[config.mk]
export PLATFORM = sky130hd
export DESIGN_NAME = decode_stage
export DESIGN_NICKNAME = d
export VERILOG_FILES = /design/src/verilog/cpu_pkg.sv /design/src/verilog/decode_stage.sv
export SDC_FILE = /design/constraint.sdc
export NUM_CORES = 2
export LEC_CHECK = 0
export BUFFER_PORTS_ARGS = -buffer_cell sky130_fd_sc_hd__buf_4
export CAP_MARGIN = 30
export CELL_PAD_IN_SITES_DETAIL_PLACEMENT = 0
export CELL_PAD_IN_SITES_GLOBAL_PLACEMENT = 1
export CORE_UTILIZATION = 47
export CTS_CLUSTER_DIAMETER = 150
export DETAILED_ROUTE_END_ITERATION = 7
export PLACE_DENSITY = 0.76
export SYNTH_ARGS = -nofsm -noshare
export SYNTH_HDL_FRONTEND = slang
export SYNTH_SLANG_ARGS = --single-unit
[constraint.sdc]
create_clock -name clk -period 2.4 [get_ports clk]
set_input_delay 0.12 -clock clk [delete_from_list [all_inputs] [get_ports clk]]
set_output_delay 0.12 -clock clk [all_outputs]
set_load 0.005 [all_outputs]
[src/verilog/cpu_pkg.sv]
`default_nettype none

package cpu_pkg;

	//////////////////////////////////////////////////
	// Widths
	//////////////////////////////////////////////////

	localparam int XLEN        = 32;
	localparam int REG_ADDR_W  = 5;
	localparam int DMEM_ADDR_W = 8;

	// Opcodes, top six bits of the word
	localparam logic [5:0] OP_NOP  = 6'h00;
	localparam logic [5:0] OP_ADD  = 6'h01;
	localparam logic [5:0] OP_SUB  = 6'h02;
	localparam logic [5:0] OP_AND  = 6'h03;
	localparam logic [5:0] OP_OR   = 6'h04;
	localparam logic [5:0] OP_XOR  = 6'h05;
	localparam logic [5:0] OP_SLT  = 6'h06;
	localparam logic [5:0] OP_ADDI = 6'h08;
	localparam logic [5:0] OP_LW   = 6'h10;
	localparam logic [5:0] OP_SW   = 6'h11;

	// ALU function select
	localparam logic [2:0] ALU_ADD = 3'd0;
	localparam logic [2:0] ALU_SUB = 3'd1;
	localparam logic [2:0] ALU_AND = 3'd2;
	localparam logic [2:0] ALU_OR  = 3'd3;
	localparam logic [2:0] ALU_XOR = 3'd4;
	localparam logic [2:0] ALU_SLT = 3'd5;

	// Operand source in execute
	localparam logic [1:0] FWD_REG = 2'd0;
	localparam logic [1:0] FWD_MEM = 2'd1;
	localparam logic [1:0] FWD_WB  = 2'd2;

	//////////////////////////////////////////////////
	// Instruction word
	//////////////////////////////////////////////////

	typedef struct packed {
		logic [5:0]            opcode;
		logic [REG_ADDR_W-1:0] rd;
		logic [REG_ADDR_W-1:0] rs1;
		logic [REG_ADDR_W-1:0] rs2;
		logic [10:0]           unused;
	} r_fmt_t;

	// For SW the rd slot names the register to store
	typedef struct packed {
		logic [5:0]            opcode;
		logic [REG_ADDR_W-1:0] rd;
		logic [REG_ADDR_W-1:0] rs1;
		logic [15:0]           imm;
	} i_fmt_t;

	typedef union packed {
		r_fmt_t r_fmt;
		i_fmt_t i_fmt;
	} instr_u;

	//////////////////////////////////////////////////
	// Pipeline registers
	//////////////////////////////////////////////////

	typedef struct packed {
		logic       reg_write;
		logic       mem_read;
		logic       mem_write;
		logic       use_imm;
		logic       reads_rs1;
		logic       reads_rs2;
		logic [2:0] alu_op;
	} ctrl_t;

	typedef struct packed {
		logic                  valid;
		ctrl_t                 ctrl;
		logic [REG_ADDR_W-1:0] rd;
		logic [REG_ADDR_W-1:0] rs1;
		logic [REG_ADDR_W-1:0] rs2;
		logic [XLEN-1:0]       rs1_val;
		logic [XLEN-1:0]       rs2_val;
		logic [XLEN-1:0]       imm;
	} idex_t;

	typedef struct packed {
		logic                  valid;
		logic                  reg_write;
		logic                  mem_read;
		logic                  mem_write;
		logic [REG_ADDR_W-1:0] rd;
		logic [XLEN-1:0]       alu_result;
		logic [XLEN-1:0]       store_data;
	} exmem_t;

	typedef struct packed {
		logic                  valid;
		logic [REG_ADDR_W-1:0] rd;
		logic [XLEN-1:0]       data;
	} wb_t;

endpackage

`default_nettype wire

[src/verilog/decode_stage.sv]
`timescale 1ns/1ps
`default_nettype none

module decode_stage (
	input  wire logic                            clk,
	input  wire logic                            rst_n,
	input  wire cpu_pkg::instr_u                 instr,
	input  wire logic                            instr_valid,
	input  wire logic                            stall,
	input  wire cpu_pkg::wb_t                    rf_write,
	output logic [cpu_pkg::REG_ADDR_W-1:0]       id_rs1,
	output logic [cpu_pkg::REG_ADDR_W-1:0]       id_rs2,
	output logic                                 id_reads_rs1,
	output logic                                 id_reads_rs2,
	output cpu_pkg::idex_t                       idex
);

	cpu_pkg::instr_u if_instr;
	logic            if_valid;
	cpu_pkg::ctrl_t  dec_ctrl;
	logic [cpu_pkg::XLEN-1:0] regs [(1 << cpu_pkg::REG_ADDR_W)];

	// Register read with write-through from write-back
	function automatic logic [cpu_pkg::XLEN-1:0] rf_read(
		input logic [cpu_pkg::REG_ADDR_W-1:0] idx
	);
		if (idx == '0)
			return '0;
		else if (rf_write.valid && rf_write.rd == idx)
			return rf_write.data;
		else
			return regs[idx];
	endfunction

	//////////////////////////////////////////////////
	// Fetch/decode register
	//////////////////////////////////////////////////

	// Holds its word while stalled
	always_ff @(posedge clk or negedge rst_n) begin
		if (!rst_n) begin
			if_instr <= '0;
			if_valid <= 1'b0;
		end else if (!stall) begin
			if_instr <= instr;
			if_valid <= instr_valid;
		end
	end

	//////////////////////////////////////////////////
	// Decode
	//////////////////////////////////////////////////

	always_comb begin
		dec_ctrl = '0;
		if (if_valid) begin
			case (if_instr.r_fmt.opcode)
				cpu_pkg::OP_ADD, cpu_pkg::OP_SUB, cpu_pkg::OP_AND,
				cpu_pkg::OP_OR, cpu_pkg::OP_XOR, cpu_pkg::OP_SLT: begin
					dec_ctrl.reg_write = 1'b1;
					dec_ctrl.reads_rs1 = 1'b1;
					dec_ctrl.reads_rs2 = 1'b1;
				end
				cpu_pkg::OP_ADDI: begin
					dec_ctrl.reg_write = 1'b1;
					dec_ctrl.reads_rs1 = 1'b1;
					dec_ctrl.use_imm   = 1'b1;
				end
				cpu_pkg::OP_LW: begin
					dec_ctrl.reg_write = 1'b1;
					dec_ctrl.mem_read  = 1'b1;
					dec_ctrl.reads_rs1 = 1'b1;
					dec_ctrl.use_imm   = 1'b1;
				end
				cpu_pkg::OP_SW: begin
					dec_ctrl.mem_write = 1'b1;
					dec_ctrl.reads_rs1 = 1'b1;
					dec_ctrl.reads_rs2 = 1'b1;
					dec_ctrl.use_imm   = 1'b1;
				end
				// NOP and unknown codes act as a bubble
				default: ;
			endcase
			case (if_instr.r_fmt.opcode)
				cpu_pkg::OP_SUB: dec_ctrl.alu_op = cpu_pkg::ALU_SUB;
				cpu_pkg::OP_AND: dec_ctrl.alu_op = cpu_pkg::ALU_AND;
				cpu_pkg::OP_OR:  dec_ctrl.alu_op = cpu_pkg::ALU_OR;
				cpu_pkg::OP_XOR: dec_ctrl.alu_op = cpu_pkg::ALU_XOR;
				cpu_pkg::OP_SLT: dec_ctrl.alu_op = cpu_pkg::ALU_SLT;
				default:         dec_ctrl.alu_op = cpu_pkg::ALU_ADD;
			endcase
		end
	end

	// Store data comes from the rd slot on SW
	assign id_rs1       = if_instr.r_fmt.rs1;
	assign id_rs2       = dec_ctrl.mem_write ? if_instr.i_fmt.rd : if_instr.r_fmt.rs2;
	assign id_reads_rs1 = dec_ctrl.reads_rs1;
	assign id_reads_rs2 = dec_ctrl.reads_rs2;

	//////////////////////////////////////////////////
	// Register file, r0 never written
	//////////////////////////////////////////////////

	always_ff @(posedge clk or negedge rst_n) begin
		if (!rst_n) begin
			for (int i = 0; i < (1 << cpu_pkg::REG_ADDR_W); i++)
				regs[i] <= '0;
		end else if (rf_write.valid && rf_write.rd != '0) begin
			regs[rf_write.rd] <= rf_write.data;
		end
	end

	// Decode/execute register, bubble on stall
	always_ff @(posedge clk or negedge rst_n) begin
		if (!rst_n) begin
			idex <= '0;
		end else if (stall) begin
			idex <= '0;
		end else begin
			idex.valid   <= if_valid;
			idex.ctrl    <= dec_ctrl;
			idex.rd      <= if_instr.i_fmt.rd;
			idex.rs1     <= id_rs1;
			idex.rs2     <= id_rs2;
			idex.rs1_val <= rf_read(id_rs1);
			idex.rs2_val <= rf_read(id_rs2);
			idex.imm     <= {{(cpu_pkg::XLEN-16){if_instr.i_fmt.imm[15]}}, if_instr.i_fmt.imm};
		end
	end

endmodule

`default_nettype wire

; After elaboration in Yosys (flattened, before gate mapping)
; Cells that the tools add are included.
[totals]
reg_bits = 1178
inputBits = 74
word_cells = 100
[classes]
magnitude_cmp = 4
eq_ne = 11
mux = 23
n_bitwise = 3
reduce_logical = 11
[ops]
columns = op, n
row1 = bitwise mux 1024 bit, 1
row2 = binary-select mux 32 bit (select 5 bit), 2
row3 = 2-to-1 mux 32 bit, 9
row4 = demux 32 bit (select 5 bit), 1
row5 = 2-to-1 mux 121 bit, 1
row6 = "== test 6 x 3 -> 1 bit, second input constant", 3
row7 = ">= comparator 6 bit, second input constant", 3
row8 = NOT 5 -> 6 bit, 3
row9 = one-hot mux 3 bit (5 select lines), 1
row10 = "== test 6 x 2 -> 1 bit, second input constant", 2
row11 = "== test 6 x 5 -> 1 bit, second input constant", 2
row12 = == test 5 bit, 2
row13 = zero test 5 bit, 2
row14 = 2-to-1 mux 9 bit, 1
row15 = OR reduction 9 bit, 1
row16 = OR reduction 8 bit, 1
row17 = OR reduction 7 bit, 1
row18 = "== test 6 x 1 -> 1 bit, second input constant", 1
row19 = "== test 6 x 4 -> 1 bit, second input constant", 1
row20 = "< comparator 6 x 1 -> 1 bit, second input constant", 1
row21 = 2-to-1 mux 1 bit, 6
row22 = 2-to-1 mux 5 bit, 1
row23 = nonzero test 5 bit, 1
row24 = logical AND 1 bit, 4
row25 = OR reduction 3 bit, 1

; Depth between registers and ports, before layout
[logic_depth]
ltp_word = 12
mapped_depth = 13

; Worst setup path after synthesis
; Ideal clock, no wire load.
[synth_path]
path_kind = register to register
start = register if_instr[16] (netlist name)
end = register idex[65] (netlist name)
arrival_ns = 2.211
setup_slack_ns = 0.047
stages_incl_launch_ff = 7
cell_sequence = dfrtp_1 > buf_2 > buf_1 > mux4_2 > mux4_2 > mux2i_1 > a211oi_1
[synth_via]
elab_chain_len = 7
word_cells_on_any_way = 10
classes_between = 1 x eq/ne / 6 x mux / 1 x bitwise / 2 x reduce/logical
[synth_lines]
columns = item, line_no
row1 = start: declaration, decode_stage.sv:18  ; cpu_pkg::instr_u if_instr;
row2 = start signal: assignment, decode_stage.sv:45  ; if_instr <= instr;
row3 = NOT 5 -> 6 bit (not written as such), decode_stage.sv:32  ; return regs[idx];
row4 = binary-select mux 32 bit (select 5 bit), decode_stage.sv:32
row5 = 2-to-1 mux 32 bit (not written as such) (2 in series), decode_stage.sv:32
row6 = 2-to-1 mux 32 bit, decode_stage.sv:29  ; else if (rf_write.valid && rf_write.rd == idx)
row7 = 2-to-1 mux 32 bit *, decode_stage.sv:27  ; if (idx == '0)
row8 = 2-to-1 mux 121 bit *, decode_stage.sv:118  ; end else if (stall) begin
row9 = end: declaration, decode_stage.sv:15  ; output cpu_pkg::idex_t idex
; Every way passes the cells marked *; elsewhere a longest branch is shown, timed or not. The select of a mux whose other input is x is not followed.
; A chain may end at the register's enable or synchronous reset.

; Final worst setup path
[layout_path]
start = register if_instr[29] (netlist name)
end = register idex[60] (netlist name)
[layout_via]
elab_chain_len = 11
word_cells_on_any_way = 14
classes_between = 2 x eq/ne / 9 x mux / 1 x bitwise / 2 x reduce/logical
[layout_lines]
columns = item, line_no
row1 = == test 6 x 5 -> 1 bit *, decode_stage.sv:57  ; case (if_instr.r_fmt.opcode)
row2 = 2-to-1 mux 1 bit *, decode_stage.sv:57
row3 = 2-to-1 mux 9 bit *, decode_stage.sv:56  ; if (if_valid) begin
row4 = 2-to-1 mux 5 bit *, decode_stage.sv:97  ; assign id_rs2 = dec_ctrl.mem_write ? if_instr.i_fmt.rd : if_instr.r_fmt.rs2;
row5 = NOT 5 -> 6 bit (not written as such), decode_stage.sv:32
row6 = binary-select mux 32 bit (select 5 bit), decode_stage.sv:32
row7 = 2-to-1 mux 32 bit (not written as such) (2 in series), decode_stage.sv:32
row8 = 2-to-1 mux 32 bit, decode_stage.sv:29
row9 = 2-to-1 mux 32 bit *, decode_stage.sv:27
row10 = 2-to-1 mux 121 bit *, decode_stage.sv:118
; Marks and branches as above.

==> impl_metrics.json <==
{
  "use_met3": 0.0845,
  "synthDistinctLibCells": 60,
  "syn2layout_area_growth_pct": 27.0,
  "die_w_um": 361,
  "synthCells": 4773,
  "place_ws_ns": -0.385,
  "fmax_mhz": 362,
  "final.fill_count": 9641,
  "grt.busiest_layer": "met2",
  "grt_max_degree": 116,
  "dpl.hpwl_mm": 131,
  "drt_first_iter_violations": 6508,
  "num_rows": 131,
  "synth_commonest_cells": "dfrtp_1, mux2_2, nand2_1, clkbuf_1, mux4_2",
  "r2r_cells": 12,
  "synth_area_um2": 60500,
  "totalPowerFinal_mw": 63.9,
  "critPathKind": "flip-flop to flip-flop",
  "power.share.switching": 0.292,
  "portBuffers": 206,
  "crit_arrival_ns": 3.45,
  "synth_area_per_cell_um2": 12.7,
  "rsz0062_at_grt": "yes",
  "cp_cell_sequence": "buf_6 > nor3b_4 > buf_12 > and3_4 > nor2_4 > buf_12 > buf_12 > buf_12 > a31oi_4 > buf_12 > o21ai_0 > a31oi_1",
  "synth_seq_area_share": 0.481,
  "min_path_cells": 5,
  "die_area_um2": 130000,
  "p_leak_nw": 33.6,
  "slew_headroom": 0.314,
  "synth_area_leaders": "dfrtp_1, mux2_2, mux4_2",
  "clock-sinks": 1162,
  "r2r-end": "idex[60]$_DFF_PN0_",
  "critical-path-max-stage-delay_ns": 0.40,
  "h-tree-depth": 4,
  "cts_root_buf": "clkbuf_16",
  "synth.most_common_cell": "dfrtp_1",
  "intPower_mw": 45.2,
  "period_share": 1.15,
  "synth-seq-cells": 1162,
  "globalRouteOverflowTotal": 0,
  "use_met2": 0.508,
  "grt_pass1_wl_mm": 327,
  "status": "finished, violations left",
  "violations": "negative setup slack",
  "whs_endpoint": "idex[75]$_DFF_PN0_",
  "drc": 0,
  "clock_skew_ns": 0.0249,
  "routed_wl_mm": 229,
  "required_ns": 3.09,
  "core_area_um2": 128000,
  "setup_violations": 69,
  "fin_tns_setup_ns": -13.06,
  "min-delay-start": "rf_write[32]",
  "r2r-start": "if_instr[29]$_DFFE_PN0N_",
  "sequentialPowerShare": 0.409,
  "synth.largest_area_cell": "dfrtp_1",
  "finalWorstSetupSlack_ns": -0.361,
  "startpoint_type": "flip-flop",
  "finalMaxSlewViolations": 0,
  "vias": 47600,
  "synthArstFlopShare": 1.00,
  "fin_util": 0.602,
  "slowest_stage": "dfrtp_1",
  "clock_latency_ns": 0.78,
  "die_h_um": 361,
  "synthFlopType": "dfrtp_1",
  "num_io_pins": 207,
  "yosys.area.top_type_share": 0.481,
  "worstPathMaxFanout": 18,
  "cts_tree": "done",
  "switching_power_mw": 18.7,
  "drtAntennaViolNets": 0,
  "hold_violations": 0,
  "clk_pin_slew_worst_paths_ns": 0.06,
  "comb_power_share": 0.252,
  "clk_path_buf_depth": 3,
  "period_minus_slack_ns": 2.76,
  "synth_warnings": 0,
  "power_density_nw_per_um2": 831,
  "track_usage": 0.343,
  "drive_above_1_share": 0.496,
  "maxCapViolCount": 0,
  "tightest_slew_ns": 1.03,
  "holdCritPathClass": "input pin to flip-flop",
  "layout.nets": 5321,
  "critPathCaptureType": "flip-flop",
  "numCtsBuffers": 132,
  "cpMostUsedCell": "buf_12",
  "antenna_found_initial": 4,
  "gr-usage-met1": 0.479,
  "firstDrtPassIters": 6,
  "synth_nets": 4847,
  "grt_pass1_vias": 46600,
  "irDropWorstVdd_mv": 0.514,
  "rrSetupSlack_ns": -0.36,
  "wl_per_cell_um": 32.6,
  "viasPerCell": 6.79,
  "hold_ws_ns": 0.0645,
  "gp_congestion": 0.882,
  "p_clk_frac": 0.339,
  "synth-edff-count": 0,
  "initial_core_util": 0.474
}
[final cells by class]
type / count / area, µm² / share of cell area
clock buffers: 188 / 3950 / 0.0514
repair buffers: 904 / 10600 / 0.138
diodes: 2 / 5.00 / 0.0000651
multi-input cells: 3033 / 30300 / 0.395
repair inverters: 5 / 82.6 / 0.00107
flip-flops and latches: 1162 / 29100 / 0.379
clock inverters: 44 / 638 / 0.00831
inverters: 9 / 60.1 / 0.000782
well taps: 1662 / 2080 / 0.0271
[cell usage in the layout, fill, tap and decap left out, drive strengths merged, types with 3 or more instances in the layout]
cell	instances
nor3	10
bufbuf	4
clkinv	24
nor2b	25
nand2b	5
or3	3
mux2	1025
buf	806
nand4	5
mux4	320
mux2i	66
nor2	65
a31o	61
dfrtp	1162
and3	195
a32oi	92
nand3	107
nand3b	3
a211oi	226
nor3b	4
xor2	7
dlygate4sd3	81
o21a	4
clkbuf	201
a21oi	76
o21ai	104
nand2	406
nor4	62
bufinv	16
inv	17
a31oi	138
nor4b	4
[through the flow]
stage | area, µm² | std cells
finish | 76800 | 7009
global route | 76800 | 7007
CTS | 75500 | 6972
detailed placement | 67800 | 6575
global placement | 67800 | 6573
floorplan | 60500 | 4773
[worst max-delay path by stage]
stage	endpoint	slack (ns)	depth (start not counted)	start
after floorplan	idex[65]$_DFF_PN0_	0.05	6	if_instr[16]$_DFFE_PN0N_
after global placement	idex[58]$_DFF_PN0_	-0.40	10	if_instr[29]$_DFFE_PN0N_
after detailed placement	idex[53]$_DFF_PN0_	-0.39	10	if_instr[29]$_DFFE_PN0N_
after CTS	idex[39]$_DFF_PN0_	-0.27	10	if_instr[31]$_DFFE_PN0N_
after global routing	idex[60]$_DFF_PN0_	-0.42	14	if_instr[29]$_DFFE_PN0N_
final	idex[60]$_DFF_PN0_	-0.36	12	if_instr[29]$_DFFE_PN0N_
[registers in the layout, indices dropped and copies added, names as in the netlist]
signal,flops
idex,105
if_instr,32
regs,1024
if_valid,1
[layer usage]
metal,vias up,wire length [µm],part of all wire
met3,661,27300,0.12
met5,-,42,0.00018
li1,18900,-,-
met2,3272,100000,0.44
met1,24700,89900,0.39
met4,6,11000,0.048
[timing repair]
item,in CTS,in global routing
resized for setup,225,167
gates cloned,29,15
buffers inserted,58,31
pin swaps,71,55
endpoints found under the setup margin,70,71
hold endpoints to repair,2056,0
hold buffers,82,0
[power by group through the flow]
stage / sequential, mW / combinational, mW / clock, mW
detailed placement: 26.2 / 14.0 / 0
finish: 26.1 / 16.1 / 21.6
CTS: 25.9 / 15.3 / 21.8
global placement: 26.0 / 13.7 / 0
floorplan: 25.2 / 9.16 / 0
global route: 26.4 / 16.9 / 22.6
[worst max-delay path: cells and delay by family (launching register included)]
family	cells	cell delay [ns]
and+or+nand+nor	3	0.58
DFF	1	0.40
buffers and inverters	6	1.07
AOI/OAI and AO/OA	3	0.57
[cells by family (layout without fill, tap and decap cells)]
| kind of cell | Yosys count | count (layout) | synth area share |
|---|---|---|---|
| compound gates | 710 | 710 | 0.0821 |
| xor+xnor | 8 | 8 | 0.00116 |
| buf+inv | 578 | 1150 | 0.0422 |
| flops | 1162 | 1162 | 0.481 |
| mux | 1411 | 1411 | 0.321 |
| other cells | 0 | 2 | 0 |
| simple gates | 904 | 904 | 0.0728 |
(Power assumes the default switching activity.)
