<file path="src/verilog/cpu_pkg.sv">
`default_nettype none

package cpu_pkg;

	//////////////////////////////////////////////////
	// Widths
	//////////////////////////////////////////////////

	localparam int XLEN        = 32;
	localparam int REG_ADDR_W  = 5;
	localparam int DMEM_ADDR_W = 8;

	// Opcodes, top six bits of the word
	localparam logic [5:0] OP_NOP  = 6'h00;
	localparam logic [5:0] OP_ADD  = 6'h01;
	localparam logic [5:0] OP_SUB  = 6'h02;
	localparam logic [5:0] OP_AND  = 6'h03;
	localparam logic [5:0] OP_OR   = 6'h04;
	localparam logic [5:0] OP_XOR  = 6'h05;
	localparam logic [5:0] OP_SLT  = 6'h06;
	localparam logic [5:0] OP_ADDI = 6'h08;
	localparam logic [5:0] OP_LW   = 6'h10;
	localparam logic [5:0] OP_SW   = 6'h11;

	// ALU function select
	localparam logic [2:0] ALU_ADD = 3'd0;
	localparam logic [2:0] ALU_SUB = 3'd1;
	localparam logic [2:0] ALU_AND = 3'd2;
	localparam logic [2:0] ALU_OR  = 3'd3;
	localparam logic [2:0] ALU_XOR = 3'd4;
	localparam logic [2:0] ALU_SLT = 3'd5;

	// Operand source in execute
	localparam logic [1:0] FWD_REG = 2'd0;
	localparam logic [1:0] FWD_MEM = 2'd1;
	localparam logic [1:0] FWD_WB  = 2'd2;

	//////////////////////////////////////////////////
	// Instruction word
	//////////////////////////////////////////////////

	typedef struct packed {
		logic [5:0]            opcode;
		logic [REG_ADDR_W-1:0] rd;
		logic [REG_ADDR_W-1:0] rs1;
		logic [REG_ADDR_W-1:0] rs2;
		logic [10:0]           unused;
	} r_fmt_t;

	// For SW the rd slot names the register to store
	typedef struct packed {
		logic [5:0]            opcode;
		logic [REG_ADDR_W-1:0] rd;
		logic [REG_ADDR_W-1:0] rs1;
		logic [15:0]           imm;
	} i_fmt_t;

	typedef union packed {
		r_fmt_t r_fmt;
		i_fmt_t i_fmt;
	} instr_u;

	//////////////////////////////////////////////////
	// Pipeline registers
	//////////////////////////////////////////////////

	typedef struct packed {
		logic       reg_write;
		logic       mem_read;
		logic       mem_write;
		logic       use_imm;
		logic       reads_rs1;
		logic       reads_rs2;
		logic [2:0] alu_op;
	} ctrl_t;

	typedef struct packed {
		logic                  valid;
		ctrl_t                 ctrl;
		logic [REG_ADDR_W-1:0] rd;
		logic [REG_ADDR_W-1:0] rs1;
		logic [REG_ADDR_W-1:0] rs2;
		logic [XLEN-1:0]       rs1_val;
		logic [XLEN-1:0]       rs2_val;
		logic [XLEN-1:0]       imm;
	} idex_t;

	typedef struct packed {
		logic                  valid;
		logic                  reg_write;
		logic                  mem_read;
		logic                  mem_write;
		logic [REG_ADDR_W-1:0] rd;
		logic [XLEN-1:0]       alu_result;
		logic [XLEN-1:0]       store_data;
	} exmem_t;

	typedef struct packed {
		logic                  valid;
		logic [REG_ADDR_W-1:0] rd;
		logic [XLEN-1:0]       data;
	} wb_t;

endpackage

`default_nettype wire

</file>
<file path="src/verilog/hazard_unit.sv">
`timescale 1ns/1ps
`default_nettype none

module hazard_unit (
	input  wire logic                            clk,
	input  wire logic                            rst_n,
	input  wire logic [cpu_pkg::REG_ADDR_W-1:0]  id_rs1,
	input  wire logic [cpu_pkg::REG_ADDR_W-1:0]  id_rs2,
	input  wire logic                            id_reads_rs1,
	input  wire logic                            id_reads_rs2,
	input  wire cpu_pkg::idex_t                  idex,
	input  wire cpu_pkg::exmem_t                 exmem,
	input  wire cpu_pkg::wb_t                    memwb,
	output logic                                 stall,
	output logic [1:0]                           fwd_a,
	output logic [1:0]                           fwd_b
);

	logic load_in_ex;

	// Newest producer wins; a load in memory has no data yet
	function automatic logic [1:0] fwd_sel(
		input logic [cpu_pkg::REG_ADDR_W-1:0] src,
		input logic                           reads
	);
		if (!reads)
			return cpu_pkg::FWD_REG;
		if (exmem.valid && exmem.reg_write && !exmem.mem_read &&
		    exmem.rd != '0 && exmem.rd == src)
			return cpu_pkg::FWD_MEM;
		if (memwb.valid && memwb.rd != '0 && memwb.rd == src)
			return cpu_pkg::FWD_WB;
		return cpu_pkg::FWD_REG;
	endfunction

	//////////////////////////////////////////////////
	// Load-use stall
	//////////////////////////////////////////////////

	assign load_in_ex = idex.valid && idex.ctrl.mem_read && idex.rd != '0;

	assign stall = load_in_ex &&
		((id_reads_rs1 && id_rs1 == idex.rd) ||
		 (id_reads_rs2 && id_rs2 == idex.rd));

	// Forwarding into execute
	assign fwd_a = fwd_sel(idex.rs1, idex.valid && idex.ctrl.reads_rs1);
	assign fwd_b = fwd_sel(idex.rs2, idex.valid && idex.ctrl.reads_rs2);

	// The bubble after a stall can never be a load
	a_stall_single: assert property (
		@(posedge clk) disable iff (!rst_n)
		stall |=> !stall
	) else $error("stall held for two cycles");

endmodule

`default_nettype wire

</file>
<file path="config.mk">
export PLATFORM = sky130hd
export DESIGN_NAME = hazard_unit
export DESIGN_NICKNAME = d
export VERILOG_FILES = /design/src/verilog/cpu_pkg.sv /design/src/verilog/hazard_unit.sv
export SDC_FILE = /design/constraint.sdc
export NUM_CORES = 1
export LEC_CHECK = 0
export BUFFER_PORTS_ARGS = -buffer_cell sky130_fd_sc_hd__buf_2
export CAP_MARGIN = 0
export CORE_AREA = 2 2 98 100
export DETAILED_ROUTE_END_ITERATION = 16
export DIE_AREA = 0 0 100 102
export PLACE_DENSITY_LB_ADDON = 0.12
export SLEW_MARGIN = 20
export SYNTH_ARGS = -nofsm -noshare
export SYNTH_HDL_FRONTEND = slang
export SYNTH_SLANG_ARGS = --single-unit
</file>
<file path="constraint.sdc">
create_clock -name vclk -period 3.9
set_input_delay 0.78 -clock vclk [all_inputs]
set_output_delay 0.78 -clock vclk [all_outputs]
set_load 0.02 [all_outputs]
</file>
* After elaboration in Yosys (flattened, before gate mapping)
Cells that the tools add are included.
Storage, ports and cells: register bits after elaboration 0, bits of input ports 246, output and inout bits 5, logic and storage cells 48
Cells by class: equality and inequality tests 6, mux-type cells 22, reduce and logical (&&, ||, !) cells 20
Operators by type and width (count):
- == test 5 bit | 6
- two-way mux 2 bit | 12
- logical AND 1 bit | 15
- nonzero test 5 bit | 3
- two-way mux 1 bit | 10
- zero test 1 bit | 1
- logical OR 1 bit | 1

* Logic depth before layout (Yosys ltp)
Gate-level depths: netlist of run 1.
word-level depth 11, mapped depth 4, depth with buffers taken out 4

* Least setup slack after synthesis of run 1
Ideal clock, no wire load.
path type input to output, from input port exmem[65] in the netlist's numbering, to output port fwd_a[1], arrival 2094 ps, required time 3120 ps, path slack 1026 ps, stages on the path 4, path buffers 0, path through or4_1 -> o2111ai_2 -> nor4_1 -> nor3_1
On the way: cells in the longest elaborated chain, start to end 8, elaborated cells on any way between the ends 11, those cells by class 1 x eq/ne; 7 x mux; 3 x reduce/logical
RTL lines:
- start: declaration | RTL line hazard_unit.sv:12 | input wire cpu_pkg::exmem_t exmem,
- nonzero test 5 bit | RTL line hazard_unit.sv:29 | exmem.rd != '0 && exmem.rd == src)
- logical AND 1 bit | RTL line hazard_unit.sv:28 | if (exmem.valid && exmem.reg_write && !exmem.mem_read &&
- logical AND 1 bit (*) | RTL line hazard_unit.sv:29
- two-way mux 2 bit | RTL line hazard_unit.sv:28
- two-way mux 2 bit | RTL line hazard_unit.sv:31 | if (memwb.valid && memwb.rd != '0 && memwb.rd == src)
- two-way mux 2 bit | RTL line hazard_unit.sv:33 | return cpu_pkg::FWD_REG;
- two-way mux 2 bit (*) | RTL line hazard_unit.sv:31
- two-way mux 2 bit (*) | RTL line hazard_unit.sv:28
- end: declaration | RTL line hazard_unit.sv:15 | output logic [1:0] fwd_a,
Every way passes the cells marked *; elsewhere a longest branch is shown, timed or not. The select of a mux whose other input is x is not followed.

* Final worst setup path of run 1
from input port exmem[65] in the netlist's numbering, to output port fwd_b[1]
On the way: cells in the longest elaborated chain, start to end 8, elaborated cells on any way between the ends 11, those cells by class 1 x eq/ne; 7 x mux; 3 x reduce/logical
RTL lines:
- nonzero test 5 bit | RTL line hazard_unit.sv:29
- logical AND 1 bit | RTL line hazard_unit.sv:28
- logical AND 1 bit (*) | RTL line hazard_unit.sv:29
- two-way mux 2 bit | RTL line hazard_unit.sv:28
- two-way mux 2 bit | RTL line hazard_unit.sv:31
- two-way mux 2 bit | RTL line hazard_unit.sv:33
- two-way mux 2 bit (*) | RTL line hazard_unit.sv:31
- two-way mux 2 bit (*) | RTL line hazard_unit.sv:28
- end: declaration | RTL line hazard_unit.sv:16 | output logic [1:0] fwd_b
Marks and branches as above.

==> summary.txt, run 1 <==
GRT
  – Vias in the first global route: approximately 640
  – Largest net degree at the start of global routing: 6
  – GRT overflow: 0
  – First-pass GRT wire length: 3440 µm
  – Gr usage total: 0.0434
  – Number of antenna violations at the first check in global routing: 0

Worst hold path
  – Min-Delay Path Class: in -> out
  – Worst hold start: id_reads_rs2
  – Worst hold path cell count: 4
  – Hold endpoint: stall

Finish
  – Share of post-route cells with drive strength above 1: 0.510
  – Area Overhead vs Synth: 93.4%
  – CLK BUF: 0
  – Register Area: 0 µm²
  – N_diodes: 0
  – Seq cells: 0
  – Final #Nets: 352

Timing
  – Max_slew headroom: 0.647
  – Max-slew violation count: 0
  – RSZ-0062 raised after global routing: false
  – Period utilisation layout: 0.779
  – Tmin final: a little over 3 ns
  – Setup TNS: 0 ns
  – Final Hold Viols: 0
  – Max frequency: about 330 MHz
  – Final setup vio count: 0
  – Worst slew pin tran: 0.524 ns

Floorplanning
  – Height of the die: 102 µm
  – Site row count: 35
  – Core box area: 0.00911 mm²
  – Starting Density: 0.0457
  – Top Ports: 251
  – Die area: 0.0102 mm²
  – Die Wd: 100 µm

Route
  – WL met2: 883 µm
  – DR vias/cell: between 2 and 3
  – WL final: approximately 2300 µm
  – ANT nets after route: 0
  – Vias: 588
  – First drt pass iteration count: 4
  – Top layer in use: met3
  – Met3 Routed Length: 192 µm
  – Wire per inst: 10.8 µm
  – DRC viols: 0
  – DR iter-0 viols: 8
  – M1 WL: 1250 µm

Yosys
  – Post-synthesis area per instance: 7.72 µm²
  – Seq/Total Area, Yosys: 0
  – Synth cell types: 13
  – Cell area after synthesis: 417 µm²
  – Syn_nets: 300
  – Cell count after synthesis: 54
  – YS warnings: 0

Power and ir drop
  – Pwr Total: ~0.068 mW
  – Power per cell area: 84.3 mW/mm²
  – VDD IR-drop max: 22.0 µV
  – Leak Pwr: between 0.3 and 0.4 nW

Critical path
  – Arrival time at the worst endpoint: 2.26 ns
  – Max FO, Critical Path: 3
  – Worst EP required: 3.12 ns
  – Startpoint Class: input pin
  – Worst Setup End Kind: output port
  – Type of the worst setup path: in -> out

Clocking
  – CTS resizes: 0
  – CTS Hold Bufs: 0
  – Post CTS Setup Buffer Count: 0

Place
  – Final HPWL DP: 2260 µm
  – GP Congestion: roughly 0.65
  – PortBufs: 50

Job
  – Max_cap viols: 0

Run status
  – Outcome: complete, no violations
==> layout by cell type, fill, tap and decap left out, types with 2 or more instances in the layout <==
cell type	n
nand4_1	2
nor4_1	6
xnor2_1	10
or4_1	3
nand3_1	4
nor3_1	2
and3_2	2
xor2_1	20
buf_2	50
==> logic make-up after synthesis <==
logic type             Yosys count  share of synthesized area
AND/OR/NAND/NOR                 19                      0.282
AO/OA/AOI/OAI                    4                     0.0781
XOR/XNOR                        30                      0.631
buffers and inverters            1                    0.00900
==> synthesized netlist by cell type <==
library cell	count	area [µm²]
or4_1	3	22.5
nor4_1	6	37.5
inv_1	1	3.75
a21oi_1	1	5.00
nand4_1	2	12.5
xnor2_1	10	87.6
o2111ai_2	1	15.0
o211ai_1	1	7.51
nand3_1	4	20.0
nor3_1	2	10.0
xor2_1	20	175
o21ai_0	1	5.00
and3_2	2	15.0
==> routing by layer <==
metal | vias to the layer above | GRT usage
met1 | 259 | 0.0700
met2 | 28 | 0.0619
met5 | - | 0
met3 | 0 | 0.00889
li1 | 301 | -
met4 | 0 | 0
==> final cells by class <==
type	instances	area, µm²
well taps	111	139
repair buffers	50	250
multi-input cells	53	413
inverters	1	3.75
fillers	1090	8300
==> worst max-delay path: stages <==
cell and delay, ns:
buf_2 0.12, or4_1 0.55, o2111ai_2 0.21, nor4_1 0.12, nor3_1 0.25, buf_2 0.22
==> power breakdown <==
group / leakage, nW / total [mW] / internal [mW] / switching, mW
clock network: 0 / 0 / 0 / 0
logic: 0.343 / 0.0679 / 0.0342 / 0.0337
registers: 0 / 0 / 0 / 0
total: 0.343 / 0.0679 / 0.0342 / 0.0337
==> per-stage QoR <==
| stage | setup slack, ns | util | hold WS, ns | cell area (µm²) | std cells |
|---|---|---|---|---|---|
| 6_report | 0.864 | 0.0885 | 1.93 | 806 | 215 |
| 2_1_floorplan | 1.03 | - | 1.70 | 417 | 54 |
| 5_1_grt | 0.824 | 0.0885 | 1.94 | 806 | 215 |
| 3_5_place_dp | 0.859 | 0.0885 | 1.93 | 806 | 215 |
| 4_1_cts | 0.858 | 0.0885 | 1.93 | 806 | 215 |
| 3_3_place_gp | 0.833 | 0.0885 | 1.93 | 806 | 215 |
==> worst max-delay path by stage <==
stage | start | endpoint | slack [ns] | cells after the start
final | exmem[65] | fwd_b[1] | 0.86 | 6
after global routing | exmem[65] | fwd_b[1] | 0.82 | 6
after CTS | exmem[65] | fwd_b[1] | 0.86 | 6
after detailed placement | exmem[65] | fwd_b[1] | 0.86 | 6
after global placement | exmem[65] | fwd_b[1] | 0.83 | 6
after floorplan | exmem[65] | fwd_a[1] | 1.03 | 4
Note: power is estimated with default switching activity, not from simulation.
==> run 2: changes to the inputs <==
ABC_AREA = 1   (was not set)
clock period = 2.6 ns   (was 3.9 ns; I/O delays follow)
==> summary.txt, run 2 <==
Yosys
  – XOR/XNOR Fraction of Synth Area: 0.0573
  – Synth Area in Compound Gates: 0.0634
  – Cell count after synthesis: between 100 and 150
  – Cell area after synthesis: slightly above 600 µm²
  – Synth area leader: nand2_1
  – Post-synthesis area per instance: 4.13 µm²
  – Count leader, synth: nand2_1
  – Synth cell types: 11
  – Seq/Total Area, Yosys: 0
  – Synth area leaders: nand2_1, inv_1, nor2_1, nand3_1, xnor2_1
  – Most frequent cells after synthesis: nand2_1, inv_1, nor2_1
  – Share of the synthesized area in the top cell type: 0.442
  – Simple-gate share of the synthesized area: 0.695
  – Post-Synth Adder-Cell Area: 0
  – YS warnings: 0
  – Combinational family with the most area after synthesis: simple AND/OR/NAND/NOR gates
  – Multiplexer area fraction after synthesis: 0
  – Syn_nets: roughly 390

Timing
  – Worst Setup Slack, final: 0.568 ns
  – Period utilisation layout: 0.781
  – RSZ-0062 raised after global routing: false
  – Worst slew pin tran: slightly above 0.2 ns
  – Setup TNS: 0 ns
  – Max_slew headroom: 0.865
  – Max frequency: roughly 490 MHz
  – Tmin final: 2.03 ns
  – Max-slew violation count: 0
  – Final setup vio count: 0
  – Worst hold margin: 1.42 ns
  – Final Hold Viols: 0

Finish
  – Area Overhead vs Synth: 63.6%
  – Layout Utilization: 0.110
  – Post-Layout Inst Area: 0.00100 mm²
  – Share of post-route cells with drive strength above 1: 0.268
  – Final #Nets: 446
  – Register Area: 0 µm²
  – Most frequent cells in the layout: nand2_1, buf_2, inv_1
  – CLK BUF: 0
  – Most common cell after layout, fill and taps aside: nand2_1
  – Number of fillers in the final layout: 1125
  – Post-route non-filler standard cell count: between 300 and 400
  – Area of the multi-input gates: between 400 and 500 µm²
  – Seq cells: 0
  – N_diodes: 0

Floorplanning
  – Core box area: 0.00911 mm²
  – Die area: 0.0102 mm²
  – Die Wd: 100 µm
  – Site row count: 35
  – Height of the die: around 100 µm
  – Top Ports: 251
  – Starting Density: 0.0672

Place
  – Pre-CTS WS: 0.560 ns
  – PortBufs: 50
  – Placed instance area: 0.00100 mm²
  – Final HPWL DP: around 2800 µm
  – GP Congestion: 0.767
  – Placed cells: between 300 and 400

Critical path
  – Startpoint Class: input pin
  – Worst Setup End Kind: output port
  – Worst EP required: 2.08 ns
  – Type of the worst setup path: in -> out
  – Max FO, Critical Path: 4
  – Arrival time at the worst endpoint: 1.51 ns

GRT
  – Number of antenna violations at the first check in global routing: 0
  – Gr usage total: 0.0587
  – GRT overflow: 0
  – First-pass GRT wire length: 4780 µm
  – Vias in the first global route: 1003
  – Largest net degree at the start of global routing: 6

Power and ir drop
  – Power per cell area: 122 mW/mm²
  – Pwr Total: 0.122 mW
  – Leak Pwr: 0.622 nW
  – VDD IR-drop max: 11.7 µV

Route
  – DR iter-0 viols: 18
  – Wire per inst: 9.61 µm
  – ANT nets after route: 0
  – First drt pass iteration count: 4
  – Vias: 937
  – WL final: 2970 µm
  – DRC viols: 0
  – DR vias/cell: around 3.0

Clocking
  – CTS resizes: 0
  – Post CTS Setup Buffer Count: 0
  – CTS Hold Bufs: 0

Worst hold path
  – Min-Delay Path Class: in -> out
  – Worst hold path cell count: 4

Job
  – Max_cap viols: 0

Run status
  – Outcome: complete, no violations
run 2: area by class of cell:
class / instances / share of cell area
timing repair buffer: 50 / 0.250
inverter: 30 / 0.113
tap: 111 / 0.139
multi-input combinational: 118 / 0.499
run 2: worst paths after layout:
check | from | end | slack (ns)
setup / recovery | exmem[64] | fwd_a[1] | 0.57
hold / removal | idex[115] | fwd_a[0] | 1.42
run 2: critical path, cell delays in order:
cell and delay [ns]:
buf_2 0.12, nor2_1 0.14, nand3_1 0.11, o21ai_2 0.19, nor2_1 0.08, nor2_1 0.16
buf_2 0.20
run 2: report_power, final:
part           internal, mW  leakage, nW  switching [mW]
sequential                0            0               0
clock                     0            0               0
combinational        0.0531        0.622          0.0690
run 2: kinds of logic (layout without fill, tap and decap cells):
group | Yosys count | in the layout
AOI/OAI and AO/OA | 6 | 6
buffers and inverters | 30 | 80
xor gates and xnor gates | 4 | 4
and+or+nand+nor | 108 | 108
run 2: layer usage:
| layer | up-vias | track usage | routed length, µm |
|---|---|---|---|
| met5 | - | 0 | 0 |
| met4 | 0 | 0 | 0 |
| met3 | 0 | 0.00547 | 104 |
| met2 | 12 | 0.120 | 1590 |
| met1 | 386 | 0.0700 | 1270 |
| li1 | 539 | - | - |
==> run 3: changes to the inputs <==
ABC_AREA = 0   (was 1)
clock period = 1.82 ns   (was 2.6 ns; I/O delays follow)
==> summary.txt, run 3 (synthesized netlist as in run 1, its figures left out) <==
Run status
  – Outcome: finished, violations left
  – Failing checks: setup timing

GRT
  – First-pass GRT wire length: approximately 3500 µm
  – Vias in the first global route: ~710
  – Largest net degree at the start of global routing: 6
  – Number of antenna violations at the first check in global routing: 0
  – GRT overflow: 0
  – Gr usage total: 0.0435

Critical path
  – Max FO, Critical Path: 2
  – Critical path, cell by cell: buf_8 > or4_4 > o2111ai_4 > nor4_4 > and3_4 > buf_6
  – Crit-path slowest cell: or4_4
  – Worst Setup End Kind: output port
  – Arrival time at the worst endpoint: ~1.7 ns
  – Startpoint Class: input pin
  – Type of the worst setup path: in -> out
  – Largest stage delay on the critical path: 0.54 ns
  – Worst EP required: 1.46 ns

Place
  – Placed instance area: 891 µm²
  – GP Congestion: 0.702
  – Final HPWL DP: around 2300 µm
  – Placed cells: 225
  – PortBufs: 50

Route
  – ANT nets after route: 0
  – DR iter-0 viols: 17
  – First drt pass iteration count: 3
  – Vias: 625
  – WL final: 2420 µm
  – DRC viols: 0
  – DR vias/cell: 2.77
  – Wire per inst: approximately 11 µm

Timing
  – Worst hold margin: 1.07 ns
  – Period utilisation layout: 1.11
  – RSZ-0062 raised after global routing: true
  – Final Hold Viols: 0
  – Max_slew headroom: 0.803
  – Worst slew pin tran: approximately 0.29 ns
  – Final setup vio count: 4
  – Max frequency: 497 MHz
  – Worst Setup Slack, final: -0.192 ns
  – Max-slew violation count: 0
  – Tmin final: 2.01 ns

Power and ir drop
  – Pwr Total: 0.194 mW
  – Power per cell area: 184 mW/mm²
  – Leak Pwr: 0.424 nW
  – VDD IR-drop max: roughly 50 µV

Finish
  – Share of post-route cells with drive strength above 1: 0.652
  – Most frequent cells in the layout: buf_2, xor2_1, buf_4
  – Most common cell after layout, fill and taps aside: buf_2
  – Post-Layout Inst Area: 0.00105 mm²
  – Final #Nets: 363
  – Seq cells: 0
  – Number of fillers in the final layout: around 1100
  – CLK BUF: 0
  – Post-route non-filler standard cell count: 226
  – Register Area: 0 µm²
  – N_diodes: 0
  – Layout Utilization: 0.116
  – Area Overhead vs Synth: 153%

Floorplanning
  – Site row count: 35
  – Core box area: slightly above 0.009 mm²
  – Starting Density: 0.0457
  – Die Wd: 100 µm
  – Height of the die: 102 µm
  – Die area: 0.0102 mm²
  – Top Ports: 251

Clocking
  – CTS Hold Bufs: 0

Job
  – Max_cap viols: 0

Worst hold path
  – Min-Delay Path Class: in -> out
[run 3: cell types whose count changed in the layout (fill, tap and decap cells not counted), sizes merged, moves of 2 or more]
cell	delta
a21oi	-2
nor4	+6
buf	+11
inv	-29
xor2	+20
nand3	-3
nor2	-23
and3	+2
nand2	-72
or4	+3
xnor2	+6
[run 3: final cells by class]
type	count	area (µm²)	area share
Multi-Input combinational cell	53	508	0.482
Timing Repair Buffer	61	404	0.383
Tap cell	111	139	0.132
Inverter	1	3.75	0.00356
[run 3: worst paths after layout]
kind	startpoint	endpoint	slack, ns	cells past startpoint
worst max-delay path	exmem[68]	fwd_a[0]	-0.19	6
worst min-delay path	id_reads_rs2	stall	1.07	4
[run 3: what timing repair did]
item                       4_1_cts  5_1_grt
setup buffers                    1        0
pin swaps                        8       14
setup endpoints to repair        5        5
resized for setup               21       13
[run 3: stage by stage]
stage	setup WS (ns)	setup TNS (ns)
after CTS	-0.206	-0.802
after detailed placement	-0.338	-1.14
final	-0.192	-0.731
after floorplan	-0.00147	-0.00294
after global routing	-0.262	-0.961
after global placement	-0.356	-1.21
[run 3: metal layers]
layer | global-route usage | vias to the layer above | routed length (µm)
met2 | 0.0707 | 22 | 1090
met3 | 0.00616 | 0 | 122
met4 | 0 | 0 | 0
met1 | 0.0651 | 283 | 1200
met5 | 0 | - | 0
li1 | - | 320 | -
[run 3: power breakdown]
group	switching [mW]	total [mW]	internal, mW	leakage, nW
Combinational	0.0904	0.194	0.104	0.424
Clock	0	0	0	0
Sequential	0	0	0	0
[run 3: worst max-delay path, delay by kind of cell]
| family | cells | cell delay, ns |
|---|---|---|
| AO/OA/AOI/OAI | 1 | 0.27 |
| buffers and inverters | 2 | 0.21 |
| AND/OR/NAND/NOR | 3 | 0.80 |
